File: src/hw/fetch_pkg.sv
package fetch_pkg;

    // machine word width, shared by addresses and instructions
    localparam int WORD_W = 32;

    typedef logic [WORD_W-1:0] word_t;

    // cp0 exception codes, only the ones the fetch stage can raise
    typedef enum logic [4:0] {
        EXC_NONE = 5'h00,
        // address error on instruction load
        EXC_ADEL = 5'h04
    } exc_code_t;

    // kseg1 boot rom entry
    localparam word_t RESET_VECTOR = 32'hbfc0_0000;

    // kseg0/kseg1 fixed mapping drops the top three bits
    localparam word_t PHYS_MASK = 32'h1fff_ffff;

    // bytes per instruction, also the pc step
    localparam int INST_BYTES = 4;

    // sram-like size field
    localparam int BUS_SIZE_W = 2;

    // size code for a full word access
    localparam logic [BUS_SIZE_W-1:0] BUS_SIZE_WORD = 2'b10;

endpackage

File: src/hw/pc_unit.sv
`timescale 1ns/1ps

module pc_unit (
    input  logic             clk,
    input  logic             rst_n,
    input  logic             redirect,
    input  fetch_pkg::word_t redirect_target,
    input  logic             fetch_done,
    input  logic             fetch_fault,
    output fetch_pkg::word_t pc,
    output logic             pc_halted
);

    import fetch_pkg::*;

    word_t pc_q;
    logic  halted_q;
    word_t pc_seq;

    // next sequential fetch address
    assign pc_seq = pc_q + word_t'(INST_BYTES);

    // redirect wins over everything and a fault freezes the pc
    always_ff @(posedge clk) begin
        if (!rst_n) begin
            pc_q     <= RESET_VECTOR;
            halted_q <= 1'b0;
        end else begin
            if (redirect) begin
                pc_q     <= redirect_target;
                halted_q <= 1'b0;
            end else if (fetch_fault) begin
                // keep the faulting pc for the exception handler
                halted_q <= 1'b1;
            end else if (fetch_done) begin
                pc_q <= pc_seq;
            end
        end
    end

    assign pc        = pc_q;
    assign pc_halted = halted_q;

    // one result per fetch and never both kinds at once
    a_done_fault_excl: assert property (
        @(posedge clk) disable iff (!rst_n)
        !(fetch_done && fetch_fault)
    ) else $error("pc_unit: fetch_done and fetch_fault high together");

    // a completed fetch while halted means the fetch unit ignored the halt
    a_no_done_halted: assert property (
        @(posedge clk) disable iff (!rst_n)
        pc_halted |-> !fetch_done
    ) else $error("pc_unit: fetch completed while halted");

endmodule

File: src/hw/inst_fetch.sv
`timescale 1ns/1ps

module inst_fetch (
    input  logic                clk,
    input  logic                rst_n,
    input  logic                fetch_en,
    input  fetch_pkg::word_t    pc,
    input  logic                pc_halted,
    input  logic                redirect,

    // sram-like instruction port
    output logic                inst_req,
    output logic                inst_wr,
    output logic [fetch_pkg::BUS_SIZE_W-1:0] inst_size,
    output fetch_pkg::word_t    inst_addr,
    output fetch_pkg::word_t    inst_wdata,
    input  fetch_pkg::word_t    inst_rdata,
    input  logic                inst_addr_ok,
    input  logic                inst_data_ok,

    // result towards decode
    output logic                fetch_valid,
    output fetch_pkg::word_t    fetch_inst,
    output fetch_pkg::word_t    fetch_pc,
    output fetch_pkg::exc_code_t fetch_exc,

    // completion back to the pc unit
    output logic                fetch_done,
    output logic                fetch_fault
);

    import fetch_pkg::*;

    typedef enum logic [1:0] {
        S_IDLE      = 2'd0,
        S_WAIT_ADDR = 2'd1,
        S_WAIT_DATA = 2'd2
    } state_t;

    state_t state;
    state_t state_nxt;

    logic   discard_q;
    logic   discard_nxt;
    logic   fault_q;
    word_t  req_pc;

    logic   aligned;
    logic   can_start;
    logic   issue;
    logic   fault_detect;
    logic   data_hit;
    logic   live_pc;

    // instruction addresses must be word aligned
    assign aligned = (pc[1:0] == 2'b00);

    // a new fetch may start only with nothing in flight or pending;
    // a redirect cycle is skipped since pc is about to change
    assign can_start = (state == S_IDLE) && fetch_en && !pc_halted
                       && !fault_q && !redirect;

    assign issue        = can_start && aligned;
    assign fault_detect = can_start && !aligned;

    // read only, the write side is tied off
    assign inst_wr    = 1'b0;
    assign inst_wdata = '0;
    assign inst_size  = BUS_SIZE_WORD;

    // req held through WAIT_ADDR, even in a redirect cycle
    assign inst_req = issue || (state == S_WAIT_ADDR);

    // idle drives the live pc, otherwise the latched request pc
    assign live_pc   = (state == S_IDLE) && !fault_q;
    assign inst_addr = (live_pc ? pc : req_pc) & PHYS_MASK;

    // bus state machine
    always_comb begin
        state_nxt   = state;
        discard_nxt = discard_q;
        case (state)
            S_IDLE: begin
                if (issue) begin
                    if (inst_addr_ok && !inst_data_ok) begin
                        state_nxt   = S_WAIT_DATA;
                        discard_nxt = 1'b0;
                    end else if (!inst_addr_ok) begin
                        state_nxt = S_WAIT_ADDR;
                    end
                    // zero latency slave, done within the cycle
                end
            end
            S_WAIT_ADDR: begin
                if (inst_addr_ok) begin
                    if (inst_data_ok) begin
                        state_nxt = S_IDLE;
                    end else begin
                        state_nxt   = S_WAIT_DATA;
                        // accepted under a redirect, so the data is stale
                        discard_nxt = redirect;
                    end
                end else if (redirect) begin
                    // not accepted yet, just drop it
                    state_nxt = S_IDLE;
                end
            end
            S_WAIT_DATA: begin
                if (inst_data_ok) begin
                    state_nxt   = S_IDLE;
                    discard_nxt = 1'b0;
                end else if (redirect) begin
                    discard_nxt = 1'b1;
                end
            end
            default: begin
                state_nxt   = S_IDLE;
                discard_nxt = 1'b0;
            end
        endcase
    end

    always_ff @(posedge clk) begin
        if (!rst_n) begin
            state     <= S_IDLE;
            discard_q <= 1'b0;
            fault_q   <= 1'b0;
        end else begin
            state     <= state_nxt;
            discard_q <= discard_nxt;
            // misaligned pc reported one cycle later
            fault_q   <= fault_detect;
        end
    end

    // label for the returned word or the fault
    always_ff @(posedge clk) begin
        if (issue || fault_detect) begin
            req_pc <= pc;
        end
    end

    assign data_hit = inst_data_ok && !discard_q;

    // anything completing in a redirect cycle belongs to the old path
    assign fetch_valid = !redirect && (fault_q || data_hit);
    assign fetch_inst  = fault_q ? '0 : inst_rdata;
    assign fetch_pc    = live_pc ? pc : req_pc;
    assign fetch_exc   = fault_q ? EXC_ADEL : EXC_NONE;

    assign fetch_done  = fetch_valid && !fault_q;
    assign fetch_fault = fetch_valid && fault_q;

    // held request keeps its address until accepted
    a_addr_stable: assert property (
        @(posedge clk) disable iff (!rst_n)
        (inst_req && !inst_addr_ok && !redirect) |=> (inst_req && $stable(inst_addr))
    ) else $error("inst_fetch: request changed before acceptance");

    // data only answers an accepted request
    a_no_data_idle: assert property (
        @(posedge clk) disable iff (!rst_n)
        (state == S_IDLE && !(inst_req && inst_addr_ok)) |-> !inst_data_ok
    ) else $error("inst_fetch: data return with no request outstanding");

endmodule

File: src/hw/fetch_front.sv
`timescale 1ns/1ps

module fetch_front (
    input  logic                clk,
    input  logic                rst_n,
    input  logic                fetch_en,
    input  logic                redirect,
    input  fetch_pkg::word_t    redirect_target,

    // sram-like instruction port
    output logic                inst_req,
    output logic                inst_wr,
    output logic [fetch_pkg::BUS_SIZE_W-1:0] inst_size,
    output fetch_pkg::word_t    inst_addr,
    output fetch_pkg::word_t    inst_wdata,
    input  fetch_pkg::word_t    inst_rdata,
    input  logic                inst_addr_ok,
    input  logic                inst_data_ok,

    // result towards decode
    output logic                fetch_valid,
    output fetch_pkg::word_t    fetch_inst,
    output fetch_pkg::word_t    fetch_pc,
    output fetch_pkg::exc_code_t fetch_exc
);

    import fetch_pkg::*;

    word_t pc;
    logic  pc_halted;
    logic  fetch_done;
    logic  fetch_fault;

    pc_unit u_pc_unit (
        .clk             (clk),
        .rst_n           (rst_n),
        .redirect        (redirect),
        .redirect_target (redirect_target),
        .fetch_done      (fetch_done),
        .fetch_fault     (fetch_fault),
        .pc              (pc),
        .pc_halted       (pc_halted)
    );

    // bus master, also owns the decode strobe
    inst_fetch u_inst_fetch (
        .clk          (clk),
        .rst_n        (rst_n),
        .fetch_en     (fetch_en),
        .pc           (pc),
        .pc_halted    (pc_halted),
        .redirect     (redirect),
        .inst_req     (inst_req),
        .inst_wr      (inst_wr),
        .inst_size    (inst_size),
        .inst_addr    (inst_addr),
        .inst_wdata   (inst_wdata),
        .inst_rdata   (inst_rdata),
        .inst_addr_ok (inst_addr_ok),
        .inst_data_ok (inst_data_ok),
        .fetch_valid  (fetch_valid),
        .fetch_inst   (fetch_inst),
        .fetch_pc     (fetch_pc),
        .fetch_exc    (fetch_exc),
        .fetch_done   (fetch_done),
        .fetch_fault  (fetch_fault)
    );

endmodule

File: config.mk
export PLATFORM = sky130hd
export DESIGN_NAME = fetch_front
export DESIGN_NICKNAME = d
export VERILOG_FILES = /design/src/hw/fetch_pkg.sv /design/src/hw/pc_unit.sv /design/src/hw/inst_fetch.sv /design/src/hw/fetch_front.sv
export SDC_FILE = /design/constraint.sdc
export NUM_CORES = 1
export LEC_CHECK = 0
export BUFFER_PORTS_ARGS = -buffer_cell sky130_fd_sc_hd__buf_2
export CORE_ASPECT_RATIO = 2
export CORE_UTILIZATION = 51
export CTS_CLUSTER_SIZE = 12
export DETAILED_ROUTE_END_ITERATION = 10
export PLACE_DENSITY = 0.95
export SYNTH_ARGS = -nofsm -noshare
export SYNTH_HDL_FRONTEND = slang
export SYNTH_SLANG_ARGS = --single-unit
File: constraint.sdc
create_clock -name clk -period 10.4 [get_ports clk]
set_input_delay 1.56 -clock clk [delete_from_list [all_inputs] [get_ports clk]]
set_output_delay 1.56 -clock clk [all_outputs]
set_load 0.01 [all_outputs]
## Yosys cells after proc, flatten, opt, wreduce, memory -nomap -nowiden

Index checks and enable logic that the tools add are counted.

| storage, ports and cells | value |
|---|---|
| flip-flop bits (word level) | 69 |
| input bits | 70 |
| output and inout bits | 138 |

| operators by class | value |
|---|---|
| add/sub/neg operators | 1 |
| equal/unequal tests | 11 |
| multiplexer cells | 21 |
| bitwise operators | 1 |
| reduce and logical (&&, ||, !) cells | 28 |

Operators by type and width:

| operator | number |
|---|---|
| 2-to-1 mux 32 bit | 5 |
| adder 32 x 3 -> 32 bit, second input constant | 1 |
| 2-to-1 mux 2 bit | 7 |
| logical AND 1 bit | 12 |
| != test 2 bit, second input constant | 5 |
| != test 3 bit, second input constant | 3 |
| logical NOT 1 bit | 6 |
| 2-to-1 mux 1 bit | 6 |
| case mux 2 bit (3 select lines) | 1 |
| AND reduction 5 bit | 1 |
| logical NOT 2 bit | 2 |
| AND reduction 4 bit | 1 |
| logical OR 1 bit | 3 |
| 2-to-1 mux 3 bit | 1 |
| case mux 1 bit (3 select lines) | 1 |
| == test 2 x 1 -> 1 bit, second input constant | 1 |
| == test 2 bit, second input constant | 1 |
| != test 2 x 1 -> 1 bit, second input constant | 1 |
| AND reduction 2 bit | 1 |
| nonzero test 2 bit | 1 |
| OR reduction 2 bit | 1 |
| inverter 1 bit | 1 |

## Logic depth before layout (Yosys ltp)

| depth | value |
|---|---|
| depth in word-level cells | 8 |
| gate-level depth with buffers | 8 |

## Hierarchy

From an unflattened synthesis, not the netlist that was laid out.

| second synthesis, totals | value |
|---|---|
| cell total of the unflattened synthesis | 463 |
| area total of the unflattened synthesis | 4414.2 um^2 |

Modules (own cells, without submodules):

| module | times used | cells an instance | area an instance (um^2) | sequential area each (um^2) |
|---|---|---|---|---|
| inst_fetch | 1 | 218 | 2454.9 | 1041.0 |
| pc_unit | 1 | 245 | 1959.4 | 660.6 |

## Worst setup path before layout

Ideal clock, no wire load.

| timing path | value |
|---|---|
| path type | input to output |
| from | in redirect |
| to | out inst_req |
| arrival time | 4390 ps |
| data required time | 8840 ps |
| path slack | 4450 ps |
| cell stages on the path | 3 |
| path through | clkbuf_1 nor3_1 a21o_1 |

| on the way | value |
|---|---|
| cells in the longest elaborated chain, start to end | 4 |

Ends and longest elaborated chain:

| element | RTL line | text |
|---|---|---|
| start: declaration | fetch_front.sv:7 | `input logic redirect,` |
| logical NOT 1 bit | inst_fetch.sv:61 | `&& !fault_q && !redirect;` |
| logical AND 1 bit | inst_fetch.sv:61 |  |
| logical AND 1 bit | inst_fetch.sv:63 | `assign issue = can_start && aligned;` |
| logical OR 1 bit | inst_fetch.sv:72 | `assign inst_req = issue \|\| (state == S_WAIT_ADDR);` |
| end: declaration | fetch_front.sv:11 | `output logic inst_req,` |

No other way between the ends.

## Worst setup path after layout

Same ends and word-level chain as after synthesis.

==> impl_metrics.sql <==
INSERT INTO impl_metrics (metric_group, metric, value, unit) VALUES
('logic_synthesis', 'yosysSeqAreaShare', '38.7', '%'),
('global_routing', 'groute.usage.overall', '25.8', '%'),
('logic_synthesis', 'synthCells', '467', ''),
('sta', 'setup_viol_count_final', '0', ''),
('floorplanning', 'boundaryPins', '208', ''),
('layout', 'fillers', '690', ''),
('critical_path', 'rrSetupSlack', '8.16', 'ns'),
('global_routing', 'first_pass_grt_wire_length', '17500', 'um'),
('placed_design', 'place_hpwl', '8420', 'um'),
('global_routing', 'antenna_found_initial', '2', ''),
('sta', 'clock-skew-final', '0.00742', 'ns'),
('critical_path', 'timing.rr.end', 'u_pc_unit.pc[21]$_SDFFE_PN0P_', ''),
('sta', 'layout_worst_path_cycle_share', '41.9', '%'),
('logic_synthesis', 'netlist_area', '0.00439', 'sq mm'),
('critical_path', 'critPathArrivalTime', '2.80', 'ns'),
('critical_path', 'critPathRequiredTime', '8.84', 'ns'),
('floorplanning', 'core_region_area', '0.00829', 'sq mm'),
('sta', 'tightestPinTransition', '0.822', 'ns'),
('route', 'ant_nets', '0', ''),
('hold_path', 'hold_end', 'u_inst_fetch.req_pc[13]$_DFFE_PP_', ''),
('route', 'wirelength', '11400', 'um'),
('sta', 'grt_setup_unrepaired', 'false', ''),
('layout', 'syn_to_final_growth', '16.6', '%'),
('global_routing', 'largest_net_degree_at_the_start_of_global_routing', '48', ''),
('critical_path', 'criticalPathCategory', 'in2out', ''),
('critical_path', 'cp_max_fo', '34', ''),
('logic_synthesis', 'synth_top_cell_area_share', '21.9', '%'),
('floorplanning', 'initial_core_util', '53.0', '%'),
('logic_synthesis', 'ys_top_cells_by_count', 'sky130_fd_sc_hd__buf_4, sky130_fd_sc_hd__dfxtp_1, sky130_fd_sc_hd__edfxtp_1', ''),
('clocking', 'root_buffer', 'sky130_fd_sc_hd__clkbuf_16', ''),
('critical_path', 'critical_path.reg2reg.startpoint', 'u_pc_unit.pc[10]$_SDFFE_PN0P_', ''),
('logic_synthesis', 'ys_types', '56', ''),
('critical_path', 'endpoint_kind', 'output port', ''),
('sta', 'hold_viol_final', '0', ''),
('clocking', 'numCtsBuffers', '9', ''),
('logic_synthesis', 'synth.avg_cell_area', '9.40', 'sq um'),
('logic_synthesis', 'dominant_synthesized_flop_cell', 'sky130_fd_sc_hd__dfxtp_1', ''),
('clocking', 'tritoncts', 'done', ''),
('layout', 'count_of_non_filler_cells_in_the_finished_layout', '692', ''),
('global_routing', 'via_count_of_the_first_global_routing_pass', '3831', ''),
('critical_path', 'start_kind', 'input port', ''),
('route', 'detailed_route_wire_length_per_cell', '16.5', 'um'),
('logic_synthesis', 'synth_warnings', '0', ''),
('logic_synthesis', 'synth.area.top_cells', 'sky130_fd_sc_hd__edfxtp_1, sky130_fd_sc_hd__dfxtp_1, sky130_fd_sc_hd__buf_4, sky130_fd_sc_hd__mux2_2, sky130_fd_sc_hd__nor2b_1', ''),
('clocking', 'register_clock_pin_slew_on_the_reported_worst_setup_and_hold_paths', '0.05', 'ns'),
('floorplanning', 'std_cell_rows', '47', ''),
('critical_path', 'worstPathCellList', 'buf_2, nor3_2, buf_4, a21o_1, buf_2', ''),
('clocking', 'worst_skew_pair.late_latency', '0.34', 'ns'),
('route', 'viasPerCell', '5.73', ''),
('floorplanning', 'die_height', '133', 'um'),
('layout', 'drive_above_1_share', '37.3', '%'),
('route', 'detailedRoute.firstPassIterationCount', '6', ''),
('sta', 'report.final.slew_viol_count', '0', ''),
('floorplanning', 'design.die.area', '0.00901', 'sq mm'),
('hold_path', 'hp-start', 'u_pc_unit.pc[13]$_SDFFE_PN0P_', ''),
('pwr', 'ir_drop', '101', 'uV'),
('run', 'max-cap-violations', '0', ''),
('layout', 'finish.net_count', '661', ''),
('sta', 'timing.fmax', '229', 'MHz'),
('placed_design', 'detailedPlace.worstSlack', '6.04', 'ns'),
('critical_path', 'crit_path_top_delay_cell', 'sky130_fd_sc_hd__buf_4', ''),
('logic_synthesis', 'synth_edf_count', '32', ''),
('critical_path', 'crit_path_frequent_cell', 'sky130_fd_sc_hd__buf_2', ''),
('sta', 'fin_tns_setup', '0', 'ns'),
('pwr', 'leakage', '2.27', 'nW'),
('outcome', 'status', 'complete, no violations', ''),
('logic_synthesis', 'synth_seq_cells', '69', ''),
('sta', 'post-route-worst-setup-slack', '6.04', 'ns'),
('placed_design', 'gpl.final_weighted_congestion', '0.846', ''),
('placed_design', 'io_buffers', '165', ''),
('layout', 'finalCoreUtilization', '61.8', '%');
## stage by stage
step | area [sq um] | total power [mW]
floorplan | 4540 | 0.533
global placement | 4860 | 0.576
detailed placement | 4860 | 0.584
CTS | 5120 | 0.848
global route | 5120 | 0.882
finish | 5120 | 0.846
## cell type report
cell class / count / area (sq um) / share of cell area [%]
Inverter: 12 / 45.0 / 0.880
Clock buffer: 12 / 236 / 4.62
Multi-Input combinational cell: 326 / 2140 / 41.8
Antenna cell: 2 / 5.00 / 0.0977
Timing Repair Buffer: 169 / 856 / 16.7
Tap cell: 98 / 123 / 2.39
Clock inverter: 4 / 16.3 / 0.318
Sequential cell: 69 / 1700 / 33.2
## logic make-up after synthesis
family	share of synthesized area, %
and+or+nand+nor	21.9
buffers and inverters	16.1
AOI/OAI and AO/OA	10.9
DFF	38.7
muxes	9.26
xor gates and xnor gates	1.79
adders and majority gates	1.14
other	0.171
## report_power, final
part	total [mW]	switching, mW	leakage (nW)	internal, mW
clock network	0.265	0.107	0.123	0.158
logic	0.253	0.141	1.55	0.112
registers	0.328	0.0185	0.602	0.309
total	0.846	0.267	2.27	0.579
## flip-flops by register name, indices dropped and copies added (netlist names)
register / flops
u_inst_fetch.req_pc: 32
u_inst_fetch.state: 2
u_inst_fetch.discard_q: 1
u_pc_unit.pc_halted: 1
u_inst_fetch.fault_q: 1
u_pc_unit.pc: 32
## cell usage in the layout (no fill, tap or decap), types with 4 or more instances in the layout
cell type,Yosys,final
sky130_fd_sc_hd__mux2i_1,8,8
sky130_fd_sc_hd__dfxtp_1,37,37
sky130_fd_sc_hd__or4_1,6,6
sky130_fd_sc_hd__edfxtp_1,32,32
sky130_fd_sc_hd__nand3_1,20,20
sky130_fd_sc_hd__o21ai_0,21,21
sky130_fd_sc_hd__and3_1,9,9
sky130_fd_sc_hd__clkbuf_16,0,9
sky130_fd_sc_hd__nand2_1,24,24
sky130_fd_sc_hd__xor2_1,4,4
sky130_fd_sc_hd__nor2b_1,30,30
sky130_fd_sc_hd__nand4_1,9,9
sky130_fd_sc_hd__mux2_2,29,29
sky130_fd_sc_hd__nor2_1,18,18
sky130_fd_sc_hd__o311a_1,6,6
sky130_fd_sc_hd__ha_1,4,4
sky130_fd_sc_hd__and4_1,6,6
sky130_fd_sc_hd__xnor2_1,5,5
sky130_fd_sc_hd__inv_1,12,12
sky130_fd_sc_hd__a31oi_1,9,9
sky130_fd_sc_hd__conb_1,2,42
sky130_fd_sc_hd__nor4_1,6,6
sky130_fd_sc_hd__a311oi_1,5,5
sky130_fd_sc_hd__or3_1,6,6
sky130_fd_sc_hd__buf_4,73,4
sky130_fd_sc_hd__buf_2,4,165
sky130_fd_sc_hd__nor3_1,10,9
sky130_fd_sc_hd__a21oi_1,8,8
sky130_fd_sc_hd__o31ai_1,5,5
## routing by layer
metal	part of all wire [%]	vias up	routed length (um)	global-route usage, %
met5	0	-	0	0
met4	4.0	0	457	16.4
met3	7.3	38	839	6.59
met2	55	261	6310	46.0
met1	33	1840	3820	24.7
li1	-	1823	-	-
## critical path: cells and delay by family
kind | cells | cell delay [ns]
buf+inv | 3 | 0.82
simple gates | 1 | 0.24
compound gates | 1 | 0.17
## worst max-delay path by stage
stage                  start  endpoint
finish              redirect  inst_req
global route        redirect  inst_req
CTS                 redirect  inst_req
detailed placement  redirect  inst_req
global placement    redirect  inst_req
floorplan           redirect  inst_req
No activity file was read; power rests on OpenSTA's default activity.
